<file path="config.mk">
export PLATFORM = sky130hd
export DESIGN_NAME = rp_top
export DESIGN_NICKNAME = d
export VERILOG_FILES = /design/src/hw/rp_pkg.sv /design/src/hw/sys_bus_if.sv /design/src/hw/adc_frontend.sv /design/src/hw/dac_backend.sv /design/src/hw/housekeeping.sv /design/src/hw/level_gen.sv /design/src/hw/p_controller.sv /design/src/hw/rp_top.sv /design/src/hw/sys_bus_decoder.sv
export SDC_FILE = /design/constraint.sdc
export NUM_CORES = 2
export LEC_CHECK = 0
export ABC_AREA = 0
export BUFFER_PORTS_ARGS = -buffer_cell sky130_fd_sc_hd__buf_4
export CORE_ASPECT_RATIO = 0.6
export CORE_MARGIN = 2
export CORE_UTILIZATION = 50
export DETAILED_ROUTE_END_ITERATION = 16
export PLACE_DENSITY = 0.69
export SLEW_MARGIN = 20
export SYNTH_ARGS = -nofsm -noshare
export SYNTH_HDL_FRONTEND = slang
export SYNTH_SLANG_ARGS = --single-unit
</file>
<file path="constraint.sdc">
create_clock -name adc_clk -period 14.8 [get_ports adc_clk]
set_clock_uncertainty 0.1 [all_clocks]
set_input_delay 1.48 -clock adc_clk [delete_from_list [all_inputs] [get_ports adc_clk]]
set_output_delay 1.48 -clock adc_clk [all_outputs]
set_load 0.005 [all_outputs]
</file>
<file path="src/hw/rp_pkg.sv">
//--------------------------------------------------------------------------
// shared definitions for the two-channel analog core
// widths, bus region map, register offsets, sample types
// plus the slope conversion and saturation helpers
//--------------------------------------------------------------------------
package rp_pkg;

  localparam int unsigned ADC_W      = 14;   // converter resolution
  localparam int unsigned SYS_AW     = 32;
  localparam int unsigned SYS_DW     = 32;
  localparam int unsigned REGION_N   = 8;
  localparam int unsigned REGION_LSB = 20;   // region field is addr[22:20]

  localparam int SAMPLE_MAX = 2**(ADC_W-1) - 1;
  localparam int SAMPLE_MIN = -(2**(ADC_W-1));

  typedef logic signed [ADC_W-1:0]  sample_t;    // two's complement
  typedef logic        [ADC_W-1:0]  dac_code_t;  // pin code, negative slope
  typedef logic        [SYS_DW-1:0] sys_word_t;
  typedef logic        [2:0]        region_t;

  // region map
  localparam region_t REGION_HK  = 3'd0;
  localparam region_t REGION_LVL = 3'd2;
  localparam region_t REGION_PID = 3'd3;

  // housekeeping
  localparam logic [REGION_LSB-1:0] REG_HK_ID   = 'h00;
  localparam logic [REGION_LSB-1:0] REG_HK_LOOP = 'h04;
  localparam logic [REGION_LSB-1:0] REG_HK_LED  = 'h30;
  // level generator
  localparam logic [REGION_LSB-1:0] REG_LVL_A   = 'h00;
  localparam logic [REGION_LSB-1:0] REG_LVL_B   = 'h04;
  // proportional controller
  localparam logic [REGION_LSB-1:0] REG_SP_A    = 'h00;
  localparam logic [REGION_LSB-1:0] REG_KP_A    = 'h04;
  localparam logic [REGION_LSB-1:0] REG_SP_B    = 'h08;
  localparam logic [REGION_LSB-1:0] REG_KP_B    = 'h0C;

  // msb kept, rest inverted; works in both directions
  function automatic logic [ADC_W-1:0] slope_flip(input logic [ADC_W-1:0] v);
    return {v[ADC_W-1], ~v[ADC_W-2:0]};
  endfunction

  // clamp a wide signed value into sample range
  function automatic sample_t sat_sample(input logic signed [SYS_DW-1:0] v);
    sample_t r;
    if (v > SAMPLE_MAX)      r = sample_t'(SAMPLE_MAX);
    else if (v < SAMPLE_MIN) r = sample_t'(SAMPLE_MIN);
    else                     r = v[ADC_W-1:0];
    return r;
  endfunction

endpackage

</file>
<file path="src/hw/sys_bus_if.sv">
//--------------------------------------------------------------------------
// system bus between the region decoder and one slave
// one-cycle strobes out, registered ack and read data back
//--------------------------------------------------------------------------
`timescale 1ns/1ns

interface sys_bus_if import rp_pkg::*; ();

  logic [SYS_AW-1:0] addr;    // full byte address
  sys_word_t         wdata;
  logic              wen;     // one-cycle write strobe
  logic              ren;     // one-cycle read strobe
  sys_word_t         rdata;   // valid in the ack cycle
  logic              ack;     // one cycle after the strobe

  modport master (
    output addr, wdata, wen, ren,
    input  rdata, ack
  );

  modport slave (
    input  addr, wdata, wen, ren,
    output rdata, ack
  );

endinterface

</file>
<file path="src/hw/adc_frontend.sv">
//--------------------------------------------------------------------------
// ADC front end
// registers the raw codes as two's complement samples, or the DAC sums
// when digital loopback is on
//--------------------------------------------------------------------------
`timescale 1ns/1ns

module adc_frontend import rp_pkg::*; (
  input  logic      adc_clk,
  input  logic      rst_n_i,
  input  dac_code_t adc_dat_a_i,     // raw pin code ch a
  input  dac_code_t adc_dat_b_i,     // raw pin code ch b
  input  sample_t   dac_a_i,         // saturated dac sum ch a
  input  sample_t   dac_b_i,
  input  logic      digital_loop_i,
  output sample_t   adc_a_o,
  output sample_t   adc_b_o
);

  sample_t adc_a_q;
  sample_t adc_b_q;

  // one register stage, also breaks the loopback path
  always_ff @(posedge adc_clk or negedge rst_n_i) begin
    if (!rst_n_i) begin
      adc_a_q <= '0;
      adc_b_q <= '0;
    end else begin
      adc_a_q <= digital_loop_i ? dac_a_i : sample_t'(slope_flip(adc_dat_a_i));
      adc_b_q <= digital_loop_i ? dac_b_i : sample_t'(slope_flip(adc_dat_b_i));
    end
  end

  assign adc_a_o = adc_a_q;
  assign adc_b_o = adc_b_q;

endmodule

</file>
<file path="src/hw/dac_backend.sv">
//--------------------------------------------------------------------------
// DAC back end
// level + controller at 15 bits, clamp to 14, back to negative slope
//--------------------------------------------------------------------------
`timescale 1ns/1ns

module dac_backend import rp_pkg::*; (
  input  logic      adc_clk,
  input  logic      rst_n_i,
  input  sample_t   lvl_a_i,
  input  sample_t   lvl_b_i,
  input  sample_t   pid_a_i,
  input  sample_t   pid_b_i,
  output sample_t   dac_a_o,       // saturated sums, also for loopback
  output sample_t   dac_b_o,
  output dac_code_t dac_dat_a_o,
  output dac_code_t dac_dat_b_o
);

  logic signed [ADC_W:0] sum_a;    // one guard bit
  logic signed [ADC_W:0] sum_b;
  dac_code_t             dac_a_q;
  dac_code_t             dac_b_q;

  assign sum_a   = lvl_a_i + pid_a_i;
  assign sum_b   = lvl_b_i + pid_b_i;
  assign dac_a_o = sat_sample(SYS_DW'(sum_a));
  assign dac_b_o = sat_sample(SYS_DW'(sum_b));

  // output register, mid-scale code out of reset
  always_ff @(posedge adc_clk or negedge rst_n_i) begin
    if (!rst_n_i) begin
      dac_a_q <= slope_flip(ADC_W'(0));
      dac_b_q <= slope_flip(ADC_W'(0));
    end else begin
      dac_a_q <= slope_flip(dac_a_o);
      dac_b_q <= slope_flip(dac_b_o);
    end
  end

  assign dac_dat_a_o = dac_a_q;
  assign dac_dat_b_o = dac_b_q;

endmodule

</file>
<file path="src/hw/housekeeping.sv">
//--------------------------------------------------------------------------
// housekeeping registers (region 0)
// read-only design id, LED register and the digital loopback bit
//--------------------------------------------------------------------------
`timescale 1ns/1ns

module housekeeping import rp_pkg::*; #(
  parameter sys_word_t HK_ID = 32'h5250_0001
) (
  input  logic       adc_clk,
  input  logic       rst_n_i,
  sys_bus_if.slave   bus,
  output logic [7:0] led_o,
  output logic       digital_loop_o
);

  logic [REGION_LSB-1:0] off;       // offset inside the region
  logic [7:0]            led_q;
  logic                  loop_q;
  logic                  ack_q;
  sys_word_t             rdata_q;

  assign off = bus.addr[REGION_LSB-1:0];

  // control registers and ack
  always_ff @(posedge adc_clk or negedge rst_n_i) begin
    if (!rst_n_i) begin
      led_q  <= '0;
      loop_q <= 1'b0;
      ack_q  <= 1'b0;
    end else begin
      ack_q <= bus.wen | bus.ren;
      if (bus.wen) begin
        case (off)
          REG_HK_LOOP: loop_q <= bus.wdata[0];
          REG_HK_LED:  led_q  <= bus.wdata[7:0];
          default: ;                          // id and holes ignore writes
        endcase
      end
    end
  end

  // read mux, sampled on the read strobe
  always_ff @(posedge adc_clk) begin
    if (bus.ren) begin
      case (off)
        REG_HK_ID:   rdata_q <= HK_ID;
        REG_HK_LOOP: rdata_q <= SYS_DW'(loop_q);
        REG_HK_LED:  rdata_q <= SYS_DW'(led_q);
        default:     rdata_q <= '0;
      endcase
    end
  end

  assign bus.ack        = ack_q;
  assign bus.rdata      = rdata_q;
  assign led_o          = led_q;
  assign digital_loop_o = loop_q;

endmodule

</file>
<file path="src/hw/level_gen.sv">
//--------------------------------------------------------------------------
// DC level generator (region 2)
// one signed level per channel, written and read over the bus
//--------------------------------------------------------------------------
`timescale 1ns/1ns

module level_gen import rp_pkg::*; (
  input  logic     adc_clk,
  input  logic     rst_n_i,
  sys_bus_if.slave bus,
  output sample_t  lvl_a_o,
  output sample_t  lvl_b_o
);

  logic [REGION_LSB-1:0] off;
  sample_t               lvl_a_q;
  sample_t               lvl_b_q;
  logic                  ack_q;
  sys_word_t             rdata_q;

  assign off = bus.addr[REGION_LSB-1:0];

  always_ff @(posedge adc_clk or negedge rst_n_i) begin
    if (!rst_n_i) begin
      lvl_a_q <= '0;
      lvl_b_q <= '0;
      ack_q   <= 1'b0;
    end else begin
      ack_q <= bus.wen | bus.ren;
      if (bus.wen) begin
        case (off)
          REG_LVL_A: lvl_a_q <= bus.wdata[ADC_W-1:0];   // low 14 bits only
          REG_LVL_B: lvl_b_q <= bus.wdata[ADC_W-1:0];
          default: ;
        endcase
      end
    end
  end

  // readback sign extended to bus width
  always_ff @(posedge adc_clk) begin
    if (bus.ren) begin
      case (off)
        REG_LVL_A: rdata_q <= SYS_DW'(lvl_a_q);
        REG_LVL_B: rdata_q <= SYS_DW'(lvl_b_q);
        default:   rdata_q <= '0;
      endcase
    end
  end

  assign bus.ack   = ack_q;
  assign bus.rdata = rdata_q;
  assign lvl_a_o   = lvl_a_q;
  assign lvl_b_o   = lvl_b_q;

endmodule

</file>
<file path="src/hw/p_controller.sv">
//--------------------------------------------------------------------------
// proportional controller (region 3)
// per channel: out = sat((sp - sample) * kp >>> PID_SHIFT)
// stage 1 registers the error and the gain, stage 2 the clamped product
//--------------------------------------------------------------------------
`timescale 1ns/1ns

module p_controller import rp_pkg::*; #(
  parameter int unsigned PID_SHIFT = 8
) (
  input  logic     adc_clk,
  input  logic     rst_n_i,
  input  sample_t  adc_a_i,
  input  sample_t  adc_b_i,
  sys_bus_if.slave bus,
  output sample_t  pid_a_o,
  output sample_t  pid_b_o
);

  localparam int CH_N  = 2;
  localparam int ERR_W = ADC_W + 1;   // sp - sample never overflows here

  logic [REGION_LSB-1:0]    off;
  sample_t                  sp_q   [CH_N];   // setpoints
  sample_t                  kp_q   [CH_N];   // gains, signed
  sample_t                  smp    [CH_N];
  logic signed [ERR_W-1:0]  err_q  [CH_N];   // stage 1
  sample_t                  kp_p_q [CH_N];   // gain aligned with err_q
  logic signed [SYS_DW-1:0] prod   [CH_N];   // shifted product, 29 bits used
  sample_t                  pid_q  [CH_N];   // stage 2
  logic                     ack_q;
  sys_word_t                rdata_q;

  assign off    = bus.addr[REGION_LSB-1:0];
  assign smp[0] = adc_a_i;
  assign smp[1] = adc_b_i;

  //--------------------------------------------------------------------------
  // register file
  always_ff @(posedge adc_clk or negedge rst_n_i) begin
    if (!rst_n_i) begin
      sp_q  <= '{default: '0};
      kp_q  <= '{default: '0};
      ack_q <= 1'b0;
    end else begin
      ack_q <= bus.wen | bus.ren;
      if (bus.wen) begin
        case (off)
          REG_SP_A: sp_q[0] <= bus.wdata[ADC_W-1:0];
          REG_KP_A: kp_q[0] <= bus.wdata[ADC_W-1:0];
          REG_SP_B: sp_q[1] <= bus.wdata[ADC_W-1:0];
          REG_KP_B: kp_q[1] <= bus.wdata[ADC_W-1:0];
          default: ;
        endcase
      end
    end
  end

  always_ff @(posedge adc_clk) begin
    if (bus.ren) begin
      case (off)
        REG_SP_A: rdata_q <= SYS_DW'(sp_q[0]);   // sign extended
        REG_KP_A: rdata_q <= SYS_DW'(kp_q[0]);
        REG_SP_B: rdata_q <= SYS_DW'(sp_q[1]);
        REG_KP_B: rdata_q <= SYS_DW'(kp_q[1]);
        default:  rdata_q <= '0;
      endcase
    end
  end

  //--------------------------------------------------------------------------
  // datapath, two samples in flight
  always_comb begin
    for (int c = 0; c < CH_N; c++) begin
      prod[c] = (err_q[c] * kp_p_q[c]) >>> PID_SHIFT;   // arithmetic shift
    end
  end

  always_ff @(posedge adc_clk or negedge rst_n_i) begin
    if (!rst_n_i) begin
      err_q  <= '{default: '0};
      kp_p_q <= '{default: '0};
      pid_q  <= '{default: '0};
    end else begin
      for (int c = 0; c < CH_N; c++) begin
        err_q[c]  <= sp_q[c] - smp[c];
        kp_p_q[c] <= kp_q[c];
        pid_q[c]  <= sat_sample(prod[c]);
      end
    end
  end

  assign bus.ack   = ack_q;
  assign bus.rdata = rdata_q;
  assign pid_a_o   = pid_q[0];
  assign pid_b_o   = pid_q[1];

endmodule

</file>
<file path="src/hw/rp_top.sv">
//--------------------------------------------------------------------------
// analog core top level
// bus decoder, housekeeping, ADC front end, level generator,
// proportional controller and DAC back end, all on adc_clk
//--------------------------------------------------------------------------
`timescale 1ns/1ns

module rp_top import rp_pkg::*; #(
  parameter sys_word_t   HK_ID     = 32'h5250_0001,
  parameter int unsigned PID_SHIFT = 8
) (
  input  logic              adc_clk,
  input  logic              rst_n_i,
  input  dac_code_t         adc_dat_a_i,
  input  dac_code_t         adc_dat_b_i,
  input  logic [SYS_AW-1:0] sys_addr_i,
  input  sys_word_t         sys_wdata_i,
  input  logic              sys_wen_i,
  input  logic              sys_ren_i,
  output sys_word_t         sys_rdata_o,
  output logic              sys_ack_o,
  output dac_code_t         dac_dat_a_o,
  output dac_code_t         dac_dat_b_o,
  output logic [7:0]        led_o
);

  sample_t adc_a, adc_b;     // registered samples
  sample_t lvl_a, lvl_b;
  sample_t pid_a, pid_b;
  sample_t dac_a, dac_b;     // saturated sums back to the front end
  logic    digital_loop;

  sys_bus_if hk_bus  ();
  sys_bus_if lvl_bus ();
  sys_bus_if pid_bus ();

  //--------------------------------------------------------------------------
  // bus
  sys_bus_decoder i_dec (
    .adc_clk     (adc_clk),
    .rst_n_i     (rst_n_i),
    .sys_addr_i  (sys_addr_i),
    .sys_wdata_i (sys_wdata_i),
    .sys_wen_i   (sys_wen_i),
    .sys_ren_i   (sys_ren_i),
    .sys_rdata_o (sys_rdata_o),
    .sys_ack_o   (sys_ack_o),
    .hk_bus      (hk_bus),
    .lvl_bus     (lvl_bus),
    .pid_bus     (pid_bus)
  );

  housekeeping #(.HK_ID(HK_ID)) i_hk (
    .adc_clk        (adc_clk),
    .rst_n_i        (rst_n_i),
    .bus            (hk_bus),
    .led_o          (led_o),
    .digital_loop_o (digital_loop)
  );

  //--------------------------------------------------------------------------
  // signal path
  adc_frontend i_adc (
    .adc_clk        (adc_clk),
    .rst_n_i        (rst_n_i),
    .adc_dat_a_i    (adc_dat_a_i),
    .adc_dat_b_i    (adc_dat_b_i),
    .dac_a_i        (dac_a),
    .dac_b_i        (dac_b),
    .digital_loop_i (digital_loop),
    .adc_a_o        (adc_a),
    .adc_b_o        (adc_b)
  );

  level_gen i_lvl (
    .adc_clk (adc_clk),
    .rst_n_i (rst_n_i),
    .bus     (lvl_bus),
    .lvl_a_o (lvl_a),
    .lvl_b_o (lvl_b)
  );

  p_controller #(.PID_SHIFT(PID_SHIFT)) i_pid (
    .adc_clk (adc_clk),
    .rst_n_i (rst_n_i),
    .adc_a_i (adc_a),
    .adc_b_i (adc_b),
    .bus     (pid_bus),
    .pid_a_o (pid_a),
    .pid_b_o (pid_b)
  );

  dac_backend i_dac (
    .adc_clk     (adc_clk),
    .rst_n_i     (rst_n_i),
    .lvl_a_i     (lvl_a),
    .lvl_b_i     (lvl_b),
    .pid_a_i     (pid_a),
    .pid_b_i     (pid_b),
    .dac_a_o     (dac_a),
    .dac_b_o     (dac_b),
    .dac_dat_a_o (dac_dat_a_o),
    .dac_dat_b_o (dac_dat_b_o)
  );

endmodule

</file>
<file path="src/hw/sys_bus_decoder.sv">
//--------------------------------------------------------------------------
// system bus decoder
// splits the bus into eight regions on addr[22:20], routes strobes to
// the three live slaves and answers the empty regions itself
//--------------------------------------------------------------------------
`timescale 1ns/1ns

module sys_bus_decoder import rp_pkg::*; (
  input  logic              adc_clk,
  input  logic              rst_n_i,
  input  logic [SYS_AW-1:0] sys_addr_i,
  input  sys_word_t         sys_wdata_i,
  input  logic              sys_wen_i,
  input  logic              sys_ren_i,
  output sys_word_t         sys_rdata_o,
  output logic              sys_ack_o,
  sys_bus_if.master         hk_bus,
  sys_bus_if.master         lvl_bus,
  sys_bus_if.master         pid_bus
);

  region_t             region;
  region_t             region_q;      // region of the pending access
  logic [REGION_N-1:0] cs;            // one-hot region select
  logic                strobe;
  logic                unused_hit;
  logic                unused_ack_q;

  assign region     = sys_addr_i[REGION_LSB +: $bits(region_t)];
  assign cs         = REGION_N'(1) << region;
  assign strobe     = sys_wen_i | sys_ren_i;
  assign unused_hit = ~(cs[REGION_HK] | cs[REGION_LVL] | cs[REGION_PID]);

  //--------------------------------------------------------------------------
  // strobe fan-out
  assign hk_bus.addr   = sys_addr_i;
  assign hk_bus.wdata  = sys_wdata_i;
  assign hk_bus.wen    = sys_wen_i & cs[REGION_HK];
  assign hk_bus.ren    = sys_ren_i & cs[REGION_HK];

  assign lvl_bus.addr  = sys_addr_i;
  assign lvl_bus.wdata = sys_wdata_i;
  assign lvl_bus.wen   = sys_wen_i & cs[REGION_LVL];
  assign lvl_bus.ren   = sys_ren_i & cs[REGION_LVL];

  assign pid_bus.addr  = sys_addr_i;
  assign pid_bus.wdata = sys_wdata_i;
  assign pid_bus.wen   = sys_wen_i & cs[REGION_PID];
  assign pid_bus.ren   = sys_ren_i & cs[REGION_PID];

  always_ff @(posedge adc_clk or negedge rst_n_i) begin
    if (!rst_n_i) begin
      region_q     <= '0;
      unused_ack_q <= 1'b0;
    end else begin
      if (strobe)
        region_q <= region;                  // hold until next strobe
      unused_ack_q <= strobe & unused_hit;   // empty region acks itself
    end
  end

  //--------------------------------------------------------------------------
  // return path, picked by the registered region
  always_comb begin
    case (region_q)
      REGION_HK: begin
        sys_rdata_o = hk_bus.rdata;
        sys_ack_o   = hk_bus.ack;
      end
      REGION_LVL: begin
        sys_rdata_o = lvl_bus.rdata;
        sys_ack_o   = lvl_bus.ack;
      end
      REGION_PID: begin
        sys_rdata_o = pid_bus.rdata;
        sys_ack_o   = pid_bus.ack;
      end
      default: begin
        sys_rdata_o = '0;             // unused regions read zero
        sys_ack_o   = unused_ack_q;
      end
    endcase
  end

endmodule

</file>
==> impl_metrics.tcl <==
set metrics [dict create \
    cp-startpoint "i_pid.err_q[29]$_DFF_PN0_" \
    rows 67 \
    num-fill-cells 4805 \
    synth_cell_types 74 \
    cpMostUsedCell "fa_1" \
    min_from "i_pid.kp_q[20]$_DFFE_PN0P_" \
    crit_path_start_kind "flip-flop" \
    min_path_type "flip-flop to flip-flop" \
    fmax_mhz 117 \
    end_kind "flip-flop" \
    tns_ps 0 \
    postCtsSetupBuffers 0 \
    cts_buffers 28 \
    regArea_sq_um 7200 \
    cp.arrival_ps 8870 \
    multi_input_area_sq_um 18600 \
    fin_crit_sh 0.579 \
    grt_pass1_vias 21100 \
    clock_latency_ps 580 \
    antenna_left 0 \
    finalSetupViolCount 0 \
    cts_tree "built" \
    slowest_delay_ps 940 \
    via_per_inst 5.52 \
    yosys_warnings 0 \
    p_leak_nw 15.6 \
    synth.most_common_cell "inv_1" \
    cts.sinks 279 \
    period_minus_slack_ps 8570 \
    drt_iter0_drc 1681 \
    netlist_instances 2749 \
    status "complete, no violations" \
    port_buffers 137 \
    ys_seq_area_frac 0.255 \
    hpwl_microns 59700 \
    dpl_cell_area_sq_um 29800 \
    ir_drop_mv 0.0985 \
    r2r-start "i_pid.err_q[29]$_DFF_PN0_" \
    drtPass1Iterations 5 \
    rsz0062_at_grt "false" \
    cts_resized 0 \
    final_util 0.550 \
    clock-root-buffer "clkbuf_16" \
    coreArea_sq_um 55700 \
    vias 19800 \
    synth_commonest_cells "inv_1 (509), fa_1 (416), and2_1 (226), nand2_1 (226), dfrtp_1 (216)" \
    die_y_microns 188 \
    path_cells "nand2_1 -> fa_1 -> inv_1 -> fa_1 -> fa_1 -> fa_1 -> inv_1 -> fa_1 -> fa_1 -> inv_1 -> ha_1 -> nand4_1 -> nor2_1 -> nand2_1 -> nor3_1 -> o21ai_0 -> a21oi_1 -> a21oi_1 -> xnor2_1 -> o41a_1 -> o21ai_1" \
    synth.avg_cell_area_sq_um 10.3 \
    finalHoldViolCount 0 \
    holdPathStages 0 \
    fin_nets 3511 \
    routed_wirelength_microns 73800 \
    start_util 0.506 \
    cp.buffers_inverters 3 \
    stdcell_area_sq_um 30700 \
    top_level_ports 165 \
    yosysTopAreaCellShare 0.295 \
    grt_max_degree 103 \
    floorplan.die_area_sq_um 58400 \
    cts_hold_buf 0 \
    ys_ff_latch 279 \
    synth_edf_count 37 \
    cp_data_required_time_ps 15090 \
    cp_slowest_cell "fa_1" \
    antenna_found_initial 4 \
    path_clk_slew_ps 60 \
    grt_usage 0.262 \
    syn_to_final_growth_pct 8.79 \
    crit_type "flip-flop to flip-flop" \
    syn_nets 3449 \
    pwr_density_cell_nw_per_um2 53.0 \
    syn_area_sq_um 28200 \
    drive_above_1_share 0.119 \
    crit_fanout 14 \
    crit_cells 21 \
    fp.dieW_microns 311 \
    routedWlPerCell_microns 20.5 \
    slew_headroom 0.265 \
    drc 0 \
    critPathTopFamily "adder cells" \
    cts_buffer_depth 3 \
    gp_congestion 0.931 \
    gr-total-overflow 0 \
    synth_top_cell_by_area "fa_1" \
    synthArstFlopShare 0.867 \
    slew_viol_final 0 \
    worstMarginPinSlew_ps 1090 \
    grt_pass1_wl_microns 119000 \
    total_power_mw 1.63 \
    synthTopCellsByArea "fa_1 (30%), dfrtp_1 (19%), ha_1 (8.3%), inv_1 (6.8%), and2_1 (5.0%)" \
    ys.flop_type "dfrtp_1" \
    rr_worst_depth 21 \
    cap_violations 0 \
    ctsHtreeMaxLevel 1 \
]
cell families after synthesis:
family | Yosys count | share of synthesized area
fa+ha+maj | 606 | 0.379
buf+inv | 623 | 0.0857
mux | 134 | 0.0517
compound gates | 333 | 0.0781
flops | 279 | 0.255
xor+xnor | 96 | 0.0298
simple gates | 678 | 0.120
layer usage:
metal	track usage	vias up	wire [microns]
li1	-	8758	-
met1	0.408	10100	34700
met2	0.372	875	30500
met3	0.0581	112	7000
met4	0.0560	0	1680
met5	0	-	0
sequential cells by signal, indices dropped and copies added (netlist names), 9 cells and up:
register and cells:
i_pid.err_q 30, i_pid.kp_p_q 28, i_pid.kp_q 28, i_pid.sp_q 28, i_adc.adc_a_o 14, i_adc.adc_b_o 14, i_dac.dac_dat_a_o 14, i_dac.dac_dat_b_o 14
i_lvl.bus.rdata 14, i_lvl.lvl_a_o 14, i_lvl.lvl_b_o 14, i_pid.bus.rdata 14, i_pid.pid_a_o 14, i_pid.pid_b_o 14, i_hk.bus.rdata 9
cell usage in the layout (no fill, tap or decap), types with 5 or more instances in the layout:
| master | count |
|---|---|
| o211ai_1 | 8 |
| a21boi_0 | 6 |
| o21a_1 | 10 |
| mux2_2 | 93 |
| nor3_1 | 23 |
| clkbuf_16 | 28 |
| a22oi_1 | 28 |
| a31oi_1 | 7 |
| ha_1 | 188 |
| a21o_1 | 24 |
| clkbuf_1 | 8 |
| nand4_1 | 10 |
| nor2_1 | 106 |
| nor2b_1 | 13 |
| fa_1 | 416 |
| buf_4 | 144 |
| nand2b_1 | 20 |
| o21ai_1 | 10 |
| dfrtp_1 | 215 |
| a21oi_1 | 81 |
| and2_1 | 226 |
| nand2_1 | 226 |
| o31ai_1 | 8 |
| mux2i_1 | 41 |
| a211oi_1 | 5 |
| edfxtp_1 | 37 |
| xor2_1 | 31 |
| nand3_1 | 9 |
| nor4_1 | 9 |
| dfstp_2 | 26 |
| o21bai_1 | 10 |
| inv_1 | 509 |
| a22o_1 | 16 |
| o21ai_0 | 74 |
| or2_2 | 9 |
| and3_1 | 9 |
| xnor2_1 | 65 |
stage by stage:
stage / worst slack (ps) / std cells / hold slack (ps)
after floorplan: 8140 / 2749 / 271
after global placement: 6650 / 3540 / 281
after detailed placement: 6590 / 3540 / 285
after CTS: 6530 / 3592 / 286
after global routing: 5840 / 3593 / 314
final: 6230 / 3593 / 287
area by class of cell:
type | instances | area share
clock buffers | 37 | 0.0243
flip-flops and latches | 279 | 0.235
clock inverters | 15 | 0.00550
inverters | 509 | 0.0623
repair buffers | 146 | 0.0361
diodes | 1 | 0.0000815
well taps | 759 | 0.0309
multi-input cells | 1847 | 0.606
report_power, final:
group / total [mW] / internal [mW] / switching, mW
logic: 0.0861 / 0.0350 / 0.0512
registers: 0.824 / 0.787 / 0.0369
clock network: 0.715 / 0.408 / 0.308
worst paths after layout:
path	slack (ps)	endpoint
setup / recovery	6230	i_pid.pid_a_o[11]$_DFF_PN0_
hold / removal	290	i_pid.kp_p_q[20]$_DFF_PN0_
setup reg to reg	6230	i_pid.pid_a_o[11]$_DFF_PN0_
hold reg to reg	290	i_pid.kp_p_q[20]$_DFF_PN0_
max in group asynchronous	11600	i_hk.digital_loop_o$_DFFE_PN0P_
min in group asynchronous	840	i_pid.pid_a_o[13]$_DFF_PN0_
Power figures use the tool's default switching activity.
